File: src/include/vout_defines.svh
/*
 * Width and limit macros for the output video stage
 */

`ifndef VOUT_DEFINES_SVH
`define VOUT_DEFINES_SVH

// One colour component towards HDMI TX and VGA DAC
`define VOUT_PIX_W 8

// OSD fill colour, one bit each for R, G and B
`define VOUT_OSD_COLOR_W 3

// Frames without genlock before resync is flagged
// saturates at all ones
`define VOUT_RESYNC_CNT_W 3

`endif

File: src/hw/vout_pkg.sv
/*
 * Output stage types: pixel component, OSD colour, resync count,
 * composite sync, expansion port and extra output mode enums
 */

`include "vout_defines.svh"

package vout_pkg;

    typedef logic [`VOUT_PIX_W-1:0] pix_t;

    // Bit 2 is R, bit 1 is G, bit 0 is B
    typedef logic [`VOUT_OSD_COLOR_W-1:0] osd_color_t;

    typedef logic [`VOUT_RESYNC_CNT_W-1:0] resync_cnt_t;

    typedef enum logic {
        CSYNC_AND  = 1'b0,
        CSYNC_XNOR = 1'b1
    } csync_mode_e;

    // Only EXP_EXTRA_OUT drives the VGA DAC
    typedef enum logic [1:0] {
        EXP_OFF       = 2'd0,
        EXP_EXTRA_OUT = 2'd1,
        EXP_LEGACY_IN = 2'd2,
        EXP_UVC_BDG   = 2'd3
    } exp_sel_e;

    typedef enum logic [1:0] {
        EXTRA_RGBHV = 2'd0,
        EXTRA_RGBCS = 2'd1,
        EXTRA_RGSB  = 2'd2,
        EXTRA_YPBPR = 2'd3
    } extra_mode_e;

endpackage

File: src/hw/vout_cfg_regs.sv
/*
 * Output configuration registers loaded by a four-phase req/ack handshake
 */

`timescale 1ns/100ps

module vout_cfg_regs (
    input  logic                   pclk_out,
    input  logic                   po_reset_n,
    input  logic                   cfg_req_i,
    input  logic                   cfg_hdmi_csync_i,
    input  vout_pkg::csync_mode_e  cfg_csync_mode_i,
    input  vout_pkg::exp_sel_e     cfg_exp_sel_i,
    input  vout_pkg::extra_mode_e  cfg_extra_mode_i,
    output logic                   cfg_ack_o,
    output logic                   hdmi_csync_o,
    output vout_pkg::csync_mode_e  csync_mode_o,
    output vout_pkg::exp_sel_e     exp_sel_o,
    output vout_pkg::extra_mode_e  extra_mode_o
);

    logic load;

    // New request only, so data is taken once per handshake
    assign load = cfg_req_i & ~cfg_ack_o;

    always_ff @(posedge pclk_out or negedge po_reset_n) begin
        if (!po_reset_n) begin
            cfg_ack_o <= 1'b0;
        end else if (load) begin
            cfg_ack_o <= 1'b1;
        end else if (!cfg_req_i) begin
            cfg_ack_o <= 1'b0;
        end
    end

    // Active configuration, takes effect with the rising ack
    always_ff @(posedge pclk_out or negedge po_reset_n) begin
        if (!po_reset_n) begin
            hdmi_csync_o <= 1'b0;
            csync_mode_o <= vout_pkg::CSYNC_AND;
            exp_sel_o    <= vout_pkg::EXP_OFF;
            extra_mode_o <= vout_pkg::EXTRA_RGBHV;
        end else if (load) begin
            hdmi_csync_o <= cfg_hdmi_csync_i;
            csync_mode_o <= cfg_csync_mode_i;
            exp_sel_o    <= cfg_exp_sel_i;
            extra_mode_o <= cfg_extra_mode_i;
        end
    end

endmodule

File: src/hw/osd_overlay.sv
/*
 * First output register stage with OSD fill colour replacement
 */

`timescale 1ns/100ps

`include "vout_defines.svh"

module osd_overlay (
    input  logic                  pclk_out,
    input  logic                  po_reset_n,
    input  vout_pkg::pix_t        r_i,
    input  vout_pkg::pix_t        g_i,
    input  vout_pkg::pix_t        b_i,
    input  logic                  hsync_i,
    input  logic                  vsync_i,
    input  logic                  de_i,
    input  logic                  osd_enable_i,
    input  vout_pkg::osd_color_t  osd_color_i,
    output vout_pkg::pix_t        r_o,
    output vout_pkg::pix_t        g_o,
    output vout_pkg::pix_t        b_o,
    output logic                  hsync_o,
    output logic                  vsync_o,
    output logic                  de_o
);

    always_ff @(posedge pclk_out or negedge po_reset_n) begin
        if (!po_reset_n) begin
            r_o     <= '0;
            g_o     <= '0;
            b_o     <= '0;
            hsync_o <= 1'b1;
            vsync_o <= 1'b1;
            de_o    <= 1'b0;
        end else begin
            if (osd_enable_i) begin
                // Each component saturates to full scale or black
                r_o <= {`VOUT_PIX_W{osd_color_i[2]}};
                g_o <= {`VOUT_PIX_W{osd_color_i[1]}};
                b_o <= {`VOUT_PIX_W{osd_color_i[0]}};
            end else begin
                r_o <= r_i;
                g_o <= g_i;
                b_o <= b_i;
            end
            hsync_o <= hsync_i;
            vsync_o <= vsync_i;
            de_o    <= de_i;
        end
    end

endmodule

File: src/hw/hdmi_tx_out.sv
/*
 * HDMI transmitter output register stage with optional composite sync on HSYNC
 */

`timescale 1ns/100ps

module hdmi_tx_out (
    input  logic                   pclk_out,
    input  logic                   po_reset_n,
    input  vout_pkg::pix_t         r_i,
    input  vout_pkg::pix_t         g_i,
    input  vout_pkg::pix_t         b_i,
    input  logic                   hsync_i,
    input  logic                   vsync_i,
    input  logic                   de_i,
    input  logic                   hdmi_csync_i,
    input  vout_pkg::csync_mode_e  csync_mode_i,
    output vout_pkg::pix_t         hdmitx_r_o,
    output vout_pkg::pix_t         hdmitx_g_o,
    output vout_pkg::pix_t         hdmitx_b_o,
    output logic                   hdmitx_hsync_o,
    output logic                   hdmitx_vsync_o,
    output logic                   hdmitx_de_o
);

    logic csync;

    // Active-low syncs: AND merges pulses, XNOR inverts hsync inside vsync
    assign csync = (csync_mode_i == vout_pkg::CSYNC_AND) ? (hsync_i & vsync_i)
                                                         : ~(hsync_i ^ vsync_i);

    always_ff @(posedge pclk_out or negedge po_reset_n) begin
        if (!po_reset_n) begin
            hdmitx_r_o     <= '0;
            hdmitx_g_o     <= '0;
            hdmitx_b_o     <= '0;
            hdmitx_hsync_o <= 1'b1;
            hdmitx_vsync_o <= 1'b1;
            hdmitx_de_o    <= 1'b0;
        end else begin
            hdmitx_r_o     <= r_i;
            hdmitx_g_o     <= g_i;
            hdmitx_b_o     <= b_i;
            hdmitx_hsync_o <= hdmi_csync_i ? csync : hsync_i;
            hdmitx_vsync_o <= vsync_i;
            hdmitx_de_o    <= de_i;
        end
    end

endmodule

File: src/hw/vga_dac_out.sv
/*
 * Two-stage VGA DAC formatter for RGBHV, RGBCS and RGsB sync modes
 */

`timescale 1ns/100ps

module vga_dac_out (
    input  logic                   pclk_out,
    input  logic                   po_reset_n,
    input  vout_pkg::pix_t         r_i,
    input  vout_pkg::pix_t         g_i,
    input  vout_pkg::pix_t         b_i,
    input  logic                   hsync_i,
    input  logic                   vsync_i,
    input  logic                   de_i,
    input  vout_pkg::exp_sel_e     exp_sel_i,
    input  vout_pkg::extra_mode_e  extra_mode_i,
    input  vout_pkg::csync_mode_e  csync_mode_i,
    output vout_pkg::pix_t         vga_r_o,
    output vout_pkg::pix_t         vga_g_o,
    output vout_pkg::pix_t         vga_b_o,
    output logic                   vga_hs_o,
    output logic                   vga_vs_o,
    output logic                   vga_blank_n_o,
    output logic                   vga_sync_n_o,
    output logic                   vga_oe_o
);

    logic           vga_en;
    logic           csync;
    logic           mode_hv;
    logic           mode_sog;
    vout_pkg::pix_t r_pre;
    vout_pkg::pix_t g_pre;
    vout_pkg::pix_t b_pre;
    logic           hs_pre;
    logic           vs_pre;
    logic           blank_n_pre;
    logic           sync_n_pre;

    assign vga_en   = (exp_sel_i == vout_pkg::EXP_EXTRA_OUT);
    assign vga_oe_o = vga_en;

    assign csync = (csync_mode_i == vout_pkg::CSYNC_AND) ? (hsync_i & vsync_i)
                                                         : ~(hsync_i ^ vsync_i);

    assign mode_hv = (extra_mode_i == vout_pkg::EXTRA_RGBHV);
    // YPbPr code gets sync on green too
    assign mode_sog = (extra_mode_i == vout_pkg::EXTRA_RGSB) ||
                      (extra_mode_i == vout_pkg::EXTRA_YPBPR);

    // Stage 1, sync formatting
    always_ff @(posedge pclk_out or negedge po_reset_n) begin
        if (!po_reset_n) begin
            r_pre       <= '0;
            g_pre       <= '0;
            b_pre       <= '0;
            hs_pre      <= 1'b1;
            vs_pre      <= 1'b1;
            blank_n_pre <= 1'b0;
            sync_n_pre  <= 1'b0;
        end else if (vga_en) begin
            r_pre       <= r_i;
            g_pre       <= g_i;
            b_pre       <= b_i;
            hs_pre      <= mode_hv ? hsync_i : csync;
            vs_pre      <= mode_hv ? vsync_i : 1'b1;
            blank_n_pre <= de_i;
            sync_n_pre  <= mode_sog ? csync : 1'b0;
        end
    end

    // Stage 2, DAC pins
    always_ff @(posedge pclk_out or negedge po_reset_n) begin
        if (!po_reset_n) begin
            vga_r_o       <= '0;
            vga_g_o       <= '0;
            vga_b_o       <= '0;
            vga_hs_o      <= 1'b1;
            vga_vs_o      <= 1'b1;
            vga_blank_n_o <= 1'b0;
            vga_sync_n_o  <= 1'b0;
        end else if (vga_en) begin
            vga_r_o       <= r_pre;
            vga_g_o       <= g_pre;
            vga_b_o       <= b_pre;
            vga_hs_o      <= hs_pre;
            vga_vs_o      <= vs_pre;
            vga_blank_n_o <= blank_n_pre;
            vga_sync_n_o  <= sync_n_pre;
        end
    end

endmodule

File: src/hw/resync_monitor.sv
/*
 * Saturating count of output frames started without a genlock pulse
 */

`timescale 1ns/100ps

module resync_monitor (
    input  logic                   pclk_out,
    input  logic                   po_reset_n,
    input  logic                   out_sof_i,
    input  logic                   genlock_sof_i,
    output vout_pkg::resync_cnt_t  resync_cnt_o,
    output logic                   resync_o
);

    logic sof_prev;
    logic sof_fall;

    assign sof_fall = sof_prev & ~out_sof_i;

    always_ff @(posedge pclk_out or negedge po_reset_n) begin
        if (!po_reset_n) begin
            sof_prev     <= 1'b0;
            resync_cnt_o <= '0;
        end else begin
            sof_prev <= out_sof_i;
            if (sof_fall) begin
                if (genlock_sof_i) begin
                    resync_cnt_o <= '0;
                end else if (resync_cnt_o != '1) begin
                    resync_cnt_o <= resync_cnt_o + 1'b1;
                end
            end
        end
    end

    // Flag stays up while saturated
    assign resync_o = (resync_cnt_o == '1);

endmodule

File: src/hw/vout_top.sv
/*
 * Output video stage top: config registers, OSD overlay, HDMI and VGA
 * output paths, and the genlock resync monitor
 */

`timescale 1ns/100ps

module vout_top (
    input  logic                   pclk_out,
    input  logic                   po_reset_n,
    input  vout_pkg::pix_t         r_i,
    input  vout_pkg::pix_t         g_i,
    input  vout_pkg::pix_t         b_i,
    input  logic                   hsync_i,
    input  logic                   vsync_i,
    input  logic                   de_i,
    input  logic                   osd_enable_i,
    input  vout_pkg::osd_color_t   osd_color_i,
    input  logic                   cfg_req_i,
    input  logic                   cfg_hdmi_csync_i,
    input  vout_pkg::csync_mode_e  cfg_csync_mode_i,
    input  vout_pkg::exp_sel_e     cfg_exp_sel_i,
    input  vout_pkg::extra_mode_e  cfg_extra_mode_i,
    output logic                   cfg_ack_o,
    input  logic                   out_sof_i,
    input  logic                   genlock_sof_i,
    output vout_pkg::pix_t         hdmitx_r_o,
    output vout_pkg::pix_t         hdmitx_g_o,
    output vout_pkg::pix_t         hdmitx_b_o,
    output logic                   hdmitx_hsync_o,
    output logic                   hdmitx_vsync_o,
    output logic                   hdmitx_de_o,
    output vout_pkg::pix_t         vga_r_o,
    output vout_pkg::pix_t         vga_g_o,
    output vout_pkg::pix_t         vga_b_o,
    output logic                   vga_hs_o,
    output logic                   vga_vs_o,
    output logic                   vga_blank_n_o,
    output logic                   vga_sync_n_o,
    output logic                   vga_oe_o,
    output vout_pkg::resync_cnt_t  resync_cnt_o,
    output logic                   resync_o
);

    logic                  hdmi_csync;
    vout_pkg::csync_mode_e csync_mode;
    vout_pkg::exp_sel_e    exp_sel;
    vout_pkg::extra_mode_e extra_mode;

    // Overlay stage output, shared by HDMI and VGA paths
    vout_pkg::pix_t        r_out;
    vout_pkg::pix_t        g_out;
    vout_pkg::pix_t        b_out;
    logic                  hsync_out;
    logic                  vsync_out;
    logic                  de_out;

    vout_cfg_regs u_cfg_regs (
        .pclk_out         (pclk_out),
        .po_reset_n       (po_reset_n),
        .cfg_req_i        (cfg_req_i),
        .cfg_hdmi_csync_i (cfg_hdmi_csync_i),
        .cfg_csync_mode_i (cfg_csync_mode_i),
        .cfg_exp_sel_i    (cfg_exp_sel_i),
        .cfg_extra_mode_i (cfg_extra_mode_i),
        .cfg_ack_o        (cfg_ack_o),
        .hdmi_csync_o     (hdmi_csync),
        .csync_mode_o     (csync_mode),
        .exp_sel_o        (exp_sel),
        .extra_mode_o     (extra_mode)
    );

    osd_overlay u_osd_overlay (
        .pclk_out     (pclk_out),
        .po_reset_n   (po_reset_n),
        .r_i          (r_i),
        .g_i          (g_i),
        .b_i          (b_i),
        .hsync_i      (hsync_i),
        .vsync_i      (vsync_i),
        .de_i         (de_i),
        .osd_enable_i (osd_enable_i),
        .osd_color_i  (osd_color_i),
        .r_o          (r_out),
        .g_o          (g_out),
        .b_o          (b_out),
        .hsync_o      (hsync_out),
        .vsync_o      (vsync_out),
        .de_o         (de_out)
    );

    hdmi_tx_out u_hdmi_tx_out (
        .pclk_out       (pclk_out),
        .po_reset_n     (po_reset_n),
        .r_i            (r_out),
        .g_i            (g_out),
        .b_i            (b_out),
        .hsync_i        (hsync_out),
        .vsync_i        (vsync_out),
        .de_i           (de_out),
        .hdmi_csync_i   (hdmi_csync),
        .csync_mode_i   (csync_mode),
        .hdmitx_r_o     (hdmitx_r_o),
        .hdmitx_g_o     (hdmitx_g_o),
        .hdmitx_b_o     (hdmitx_b_o),
        .hdmitx_hsync_o (hdmitx_hsync_o),
        .hdmitx_vsync_o (hdmitx_vsync_o),
        .hdmitx_de_o    (hdmitx_de_o)
    );

    vga_dac_out u_vga_dac_out (
        .pclk_out      (pclk_out),
        .po_reset_n    (po_reset_n),
        .r_i           (r_out),
        .g_i           (g_out),
        .b_i           (b_out),
        .hsync_i       (hsync_out),
        .vsync_i       (vsync_out),
        .de_i          (de_out),
        .exp_sel_i     (exp_sel),
        .extra_mode_i  (extra_mode),
        .csync_mode_i  (csync_mode),
        .vga_r_o       (vga_r_o),
        .vga_g_o       (vga_g_o),
        .vga_b_o       (vga_b_o),
        .vga_hs_o      (vga_hs_o),
        .vga_vs_o      (vga_vs_o),
        .vga_blank_n_o (vga_blank_n_o),
        .vga_sync_n_o  (vga_sync_n_o),
        .vga_oe_o      (vga_oe_o)
    );

    resync_monitor u_resync_monitor (
        .pclk_out      (pclk_out),
        .po_reset_n    (po_reset_n),
        .out_sof_i     (out_sof_i),
        .genlock_sof_i (genlock_sof_i),
        .resync_cnt_o  (resync_cnt_o),
        .resync_o      (resync_o)
    );

endmodule

File: config.mk
export PLATFORM = sky130hd
export DESIGN_NAME = vout_top
export DESIGN_NICKNAME = d
export VERILOG_FILES = /design/src/hw/vout_pkg.sv /design/src/hw/vout_cfg_regs.sv /design/src/hw/osd_overlay.sv /design/src/hw/hdmi_tx_out.sv /design/src/hw/vga_dac_out.sv /design/src/hw/resync_monitor.sv /design/src/hw/vout_top.sv
export VERILOG_INCLUDE_DIRS = /design/src /design/src/include
export SDC_FILE = /design/constraint.sdc
export NUM_CORES = 1
export LEC_CHECK = 0
export ABC_AREA = 0
export BUFFER_PORTS_ARGS = -buffer_cell sky130_fd_sc_hd__buf_4
export CAP_MARGIN = 25
export CELL_PAD_IN_SITES_DETAIL_PLACEMENT = 2
export CELL_PAD_IN_SITES_GLOBAL_PLACEMENT = 2
export CORE_AREA = 2 2 115 117
export CTS_BUF_LIST = sky130_fd_sc_hd__clkbuf_2
export CTS_CLUSTER_DIAMETER = 50
export DETAILED_ROUTE_END_ITERATION = 6
export DIE_AREA = 0 0 117 119
export GPL_TIMING_DRIVEN = 0
export PLACE_DENSITY = 0.85
export SLEW_MARGIN = 5
export SYNTH_ARGS = -nofsm -noshare
export SYNTH_HDL_FRONTEND = slang
export SYNTH_SLANG_ARGS = --single-unit
File: constraint.sdc
create_clock -name pclk_out -period 1.79 [get_ports pclk_out]
set_input_delay 0.537 -clock pclk_out [delete_from_list [all_inputs] [get_ports pclk_out]]
set_output_delay 0.537 -clock pclk_out [all_outputs]
set_load 0.03 [all_outputs]
## Word-level counts from Yosys, hierarchy flattened

Index checks and enable logic that the tools add are counted.

| cells by class | value |
|---|---|
| add/sub/neg operators | 1 |
| eq/ne operators | 6 |
| mux-type cells | 12 |
| bitwise operators | 7 |
| reductions and logical operators | 4 |

Operators by type and width:

| operator | count |
|---|---|
| 2-to-1 mux 8 bit | 3 |
| 2-to-1 mux 1 bit | 7 |
| 2-to-1 mux 3 bit | 2 |
| equality test 2 bit, second input constant | 2 |
| adder 3 x 1 -> 3 bit, second input constant | 1 |
| bitwise AND 1 bit | 3 |
| equality test 3 bit, second input constant | 1 |
| inequality test 3 bit, second input constant | 1 |
| NOT 1 bit | 3 |
| equality test 2 x 1 -> 1 bit, second input constant | 1 |
| logical NOT 2 bit | 1 |
| inequality test 2 x 1 -> 1 bit, second input constant | 1 |
| AND reduction 2 bit | 1 |
| nonzero test 2 bit | 1 |
| logical OR 1 bit | 1 |
| XOR 1 bit | 1 |

| word-level totals | value |
|---|---|
| flip-flop bits (word level) | 121 |
| input port bits | 42 |
| output and inout bits | 61 |
| word-level logic and storage cells | 63 |

## Longest topological paths before layout

| depth | value |
|---|---|
| word-level depth | 4 |
| mapped depth | 5 |
| gate-level depth less buffers | 5 |

## By module

From an unflattened synthesis, not the netlist that was laid out.

| unflattened totals | value |
|---|---|
| cell total of the unflattened synthesis | 360 |
| area, all modules | 4479.3 um^2 |

By module, submodules not included:

| module | instances | cells each | area an instance (um^2) | sequential area each (um^2) |
|---|---|---|---|---|
| vga_dac_out | 1 | 242 | 2198.4 | 1406.3 |
| osd_overlay | 1 | 54 | 1074.8 | 678.2 |
| hdmi_tx_out | 1 | 32 | 715.7 | 678.2 |
| vout_cfg_regs | 1 | 16 | 294.0 | 175.2 |
| resync_monitor | 1 | 16 | 196.4 | 100.1 |

## Worst setup path after synthesis

OpenSTA, ideal clock, no wires.

| timing | value |
|---|---|
| kind | flip-flop to flip-flop |
| start point | reg u_resync_monitor.resync_cnt_o[0] |
| end point | reg u_resync_monitor.resync_cnt_o[0] |
| setup time | 66 ps |
| data arrival time | 1633 ps |
| path slack | 91 ps |
| stages on the path, launching flop included | 5 |
| clock period less this slack | 1699 ps |
| cells stage by stage | dfrtp_1 > ha_1 > ha_1 > or4_1 > nand2_1 |

| between the ends | value |
|---|---|
| cells in the longest elaborated chain, start to end | 3 |

RTL lines:

| what | line | text |
|---|---|---|
| from (decl) | resync_monitor.sv:12 | `output vout_pkg::resync_cnt_t resync_cnt_o,` |
| from (signal assigned) | resync_monitor.sv:31 | `resync_cnt_o <= resync_cnt_o + 1'b1;` |
| adder 3 x 1 -> 3 bit or inequality test 3 bit (tied branches) | resync_monitor.sv:31, resync_monitor.sv:30 |  |
| 2-to-1 mux 3 bit or nonzero test 2 bit (tied branches) | -- |  |
| 2-to-1 mux 3 bit or AND reduction 2 bit (tied branches) | -- |  |

Several ways; a longest one is shown, not always the timed one. The select of a mux whose other input is x is not followed.
A chain may end at the register's enable or synchronous reset.

## Worst setup path in the final report

| timing | value |
|---|---|
| start point | reg u_resync_monitor.resync_cnt_o[0] |
| end point | out resync_o |

| between the ends | value |
|---|---|
| cells in the longest elaborated chain, start to end | 1 |

RTL lines:

| what | line | text |
|---|---|---|
| equality test 3 bit | resync_monitor.sv:38 | `assign resync_o = (resync_cnt_o == '1);` |
| to (decl) | vout_top.sv:42 | `output logic resync_o` |

No other way between the ends.

==> reports/results.ini <==
[die]
die_x_um = 117
io_pins = 103
dieArea_sq_um = 13900
initial_core_util = 0.348
core_area_sq_um = 12900
die_y_um = 119
rows = 42

[timing]
worst_slew_pin_slew_ns = 0.585
fin_ws_ns = -0.435
skew_ns = 0.0337
timing.final.crit_share = 1.24
hold_viol = 0
slew_headroom = 0.610
timing.setup.tns_ns = -3.35
finalMaxSlewViolations = 0
finalCriticalPeriod_ns = 2.23
rsz0062_at_grt = yes
finalSetupViolations = 51
max_freq_ghz = 0.449

[worst_hold_path]
min_path_type = in -> reg

[cts]
clock_path_buffers = 2
clk_latency_ns = 0.72
cts-root-buf = clkbuf_2
cts_sinks = 121
htree_levels = 4
cts_buffers = 17
clk_pin_slew_ns = 0.18
cts_tree = built

[logic_synthesis]
yosys_warnings = 0
syn_inst = 275
synth.distinct_cells = 25
yosysSeqAreaShare = 0.679
syn_area_sq_um = 4480
avgSynthCellArea_sq_um = 16.3
synth_nets = 320
synth_seq_cells = 121

[power]
p_leak_nw = 3.20
irDropWorstVdd_v = 0.000580
p_total_mw = 9.37
power_density_nw_per_um2 = 1430

[critical_path]
cp_max_fo = 2
slowest_delay_ns = 0.45
setup.worst_path.end_class = output port
worstPathRequired_ns = 1.25
cp-start-kind = flop
critPathArrivalTime_ns = 1.69
path_cells = ha_2, ha_4, buf_6
cp_slowest_cell = dfrtp_1
path_delay_family = flip-flops
worstSetupPathType = reg -> out
path_buf_inv = 1

[run]
maxCapViolations = 0

[route]
avgViaCountPerCell = 4.44
first_pass_iters = 4
drcViolationCount = 0
wl_mm = 12.8
wl_per_cell_um = 19.6
via_count = 2889
drtAntennaViolNets = 0
initialDrtViolationCount = 110

[placement]
hpwl_mm = 7.42
io_buffers = 101
gp_congestion = 0.746
place_ws_ns = 0.186

[cells_and_area]
final_common_cell = dfrtp_1
final_cell_mix = 112 x dfrtp_1, 74 x buf_4, 63 x buf_6
nNetsFinal = 506
areaGrowthSynthToFinish_pct = 45.9
fillers = 1234
drive_above_1_share = 0.515

[grt]
grt_pass1_wl_mm = 19.7
grt_use_total = 0.198
grt-ovfl-total = 0
gr-usage-met1 = 0.210
grt_start_max_net_pins = 63
grt_antenna_before_repair = 0
grt_pass1_vias = 3468
busiest_layer = met2
grt_use_met2 = 0.357
grtUsageMet3 = 0.0590

[run_status]
status = complete, but fails checks
violations = negative setup slack

## synth_stat cells
cell / number / area [sq um]
a21oi_1: 3 / 15.0
nor3_1: 1 / 5.00
nor2b_1: 2 / 12.5
mux2_2: 6 / 67.6
nor4bb_1: 2 / 20.0
ha_1: 3 / 37.5
a31oi_1: 1 / 6.26
inv_1: 26 / 97.6
mux2_4: 53 / 796
buf_12: 5 / 100
o21ai_0: 29 / 145
nor2b_4: 1 / 13.8
dfrtp_1: 113 / 2830
o2111ai_1: 1 / 8.76
o211ai_1: 1 / 7.51
o221ai_1: 1 / 8.76
nand2_1: 7 / 26.3
or3_1: 1 / 6.26
nand2b_1: 1 / 6.26
clkbuf_1: 3 / 11.3
buf_6: 2 / 22.5
nor2_1: 2 / 7.51
or4_1: 1 / 7.51
dfstp_2: 8 / 210
buf_2: 2 / 10.0
## layout make-up
type / count / area [sq um] / area share
clock buffers: 20 / 100 / 0.0153
multi-input cells: 116 / 1210 / 0.186
flip-flops and latches: 121 / 3040 / 0.465
repair buffers: 169 / 1610 / 0.246
diodes: 1 / 2.50 / 0.000383
plain buffers: 10 / 121 / 0.0186
clock inverters: 12 / 131 / 0.0201
well taps: 176 / 220 / 0.0337
inverters: 26 / 97.6 / 0.0149
## sequential cells by signal, summed over array words and instances, names as in the netlist, 2 cells and up
register and count:
u_vga_dac_out.r_pre 8, u_hdmi_tx_out.hdmitx_b_o 8, u_vga_dac_out.vga_r_o 8, u_vga_dac_out.g_pre 8
u_osd_overlay.g_o 8, u_resync_monitor.resync_cnt_o 3, u_vga_dac_out.b_pre 8, u_cfg_regs.exp_sel_o 2
u_hdmi_tx_out.hdmitx_g_o 8, u_osd_overlay.r_o 8, u_vga_dac_out.vga_g_o 8, u_osd_overlay.b_o 8
u_cfg_regs.extra_mode_o 2, u_hdmi_tx_out.hdmitx_r_o 8, u_vga_dac_out.vga_b_o 8
## per-layer routing
| layer | vias up | wire length [um] | share of wire |
|---|---|---|---|
| li1 | 1289 | - | - |
| met1 | 1495 | 4790 | 0.37 |
| met2 | 82 | 7060 | 0.55 |
| met3 | 23 | 608 | 0.048 |
| met4 | 0 | 325 | 0.025 |
| met5 | - | 0 | 0 |
## worst min-delay path: cells and delay by family
family | cells | cell delay (ns)
buf+inv | 2 | 0.14
compound gates | 1 | 0.09
## report_power, final
| group | internal [mW] | switching [mW] |
|---|---|---|
| logic | 2.09 | 1.56 |
| clock network | 0.767 | 1.02 |
| registers | 3.42 | 0.513 |
| total | 6.28 | 3.10 |
## what timing repair did
action | 4_1_cts | 5_1_grt
setup buffers | 27 | 15
hold endpoints to repair | 89 | 0
hold buffers | 30 | 0
pin swaps | 1 | 0
resized for setup | 67 | 3
setup endpoints to repair | 61 | 110
## cell families after synthesis
logic type / synth area share
adder cells (fa/ha/maj): 0.00839
AO/OA/AOI/OAI: 0.0428
flip-flops: 0.679
multiplexers: 0.193
AND/OR/NAND/NOR: 0.0235
buffers and inverters: 0.0539
## metrics by stage
stage | cell area (sq um) | std cells | utilization | hold slack, ns
2_1_floorplan | 4480 | 275 | - | 0.241
3_5_place_dp | 5490 | 553 | 0.426 | 0.364
3_3_place_gp | 5460 | 552 | 0.424 | 0.360
5_1_grt | 6530 | 650 | 0.507 | 0.0118
6_report | 6530 | 651 | 0.507 | 0.0922
4_1_cts | 6460 | 641 | 0.502 | 0.0101
## path summary, 6_finish.rpt
check | end | slack (ns) | startpoint | depth (start not counted)
hold reg to reg | u_hdmi_tx_out.hdmitx_r_o[0]$_DFF_PN0_ | 0.39 | u_osd_overlay.r_o[0]$_DFF_PN0_ | 0
hold / removal | u_osd_overlay.b_o[0]$_DFF_PN0_ | 0.09 | b_i[0] | 3
setup / recovery | resync_o | -0.44 | u_resync_monitor.resync_cnt_o[0]$_DFFE_PN0P_ | 3
setup reg to reg | u_resync_monitor.resync_cnt_o[2]$_DFFE_PN0P_ | 0.10 | u_resync_monitor.resync_cnt_o[0]$_DFFE_PN0P_ | 6
min in group asynchronous | u_cfg_regs.cfg_ack_o$_DFFE_PN0P_ | 0.33 | po_reset_n | 2
max in group asynchronous | u_vga_dac_out.vga_g_o[4]$_DFFE_PN0P_ | 0.73 | po_reset_n | 3
(Power assumes the default switching activity.)
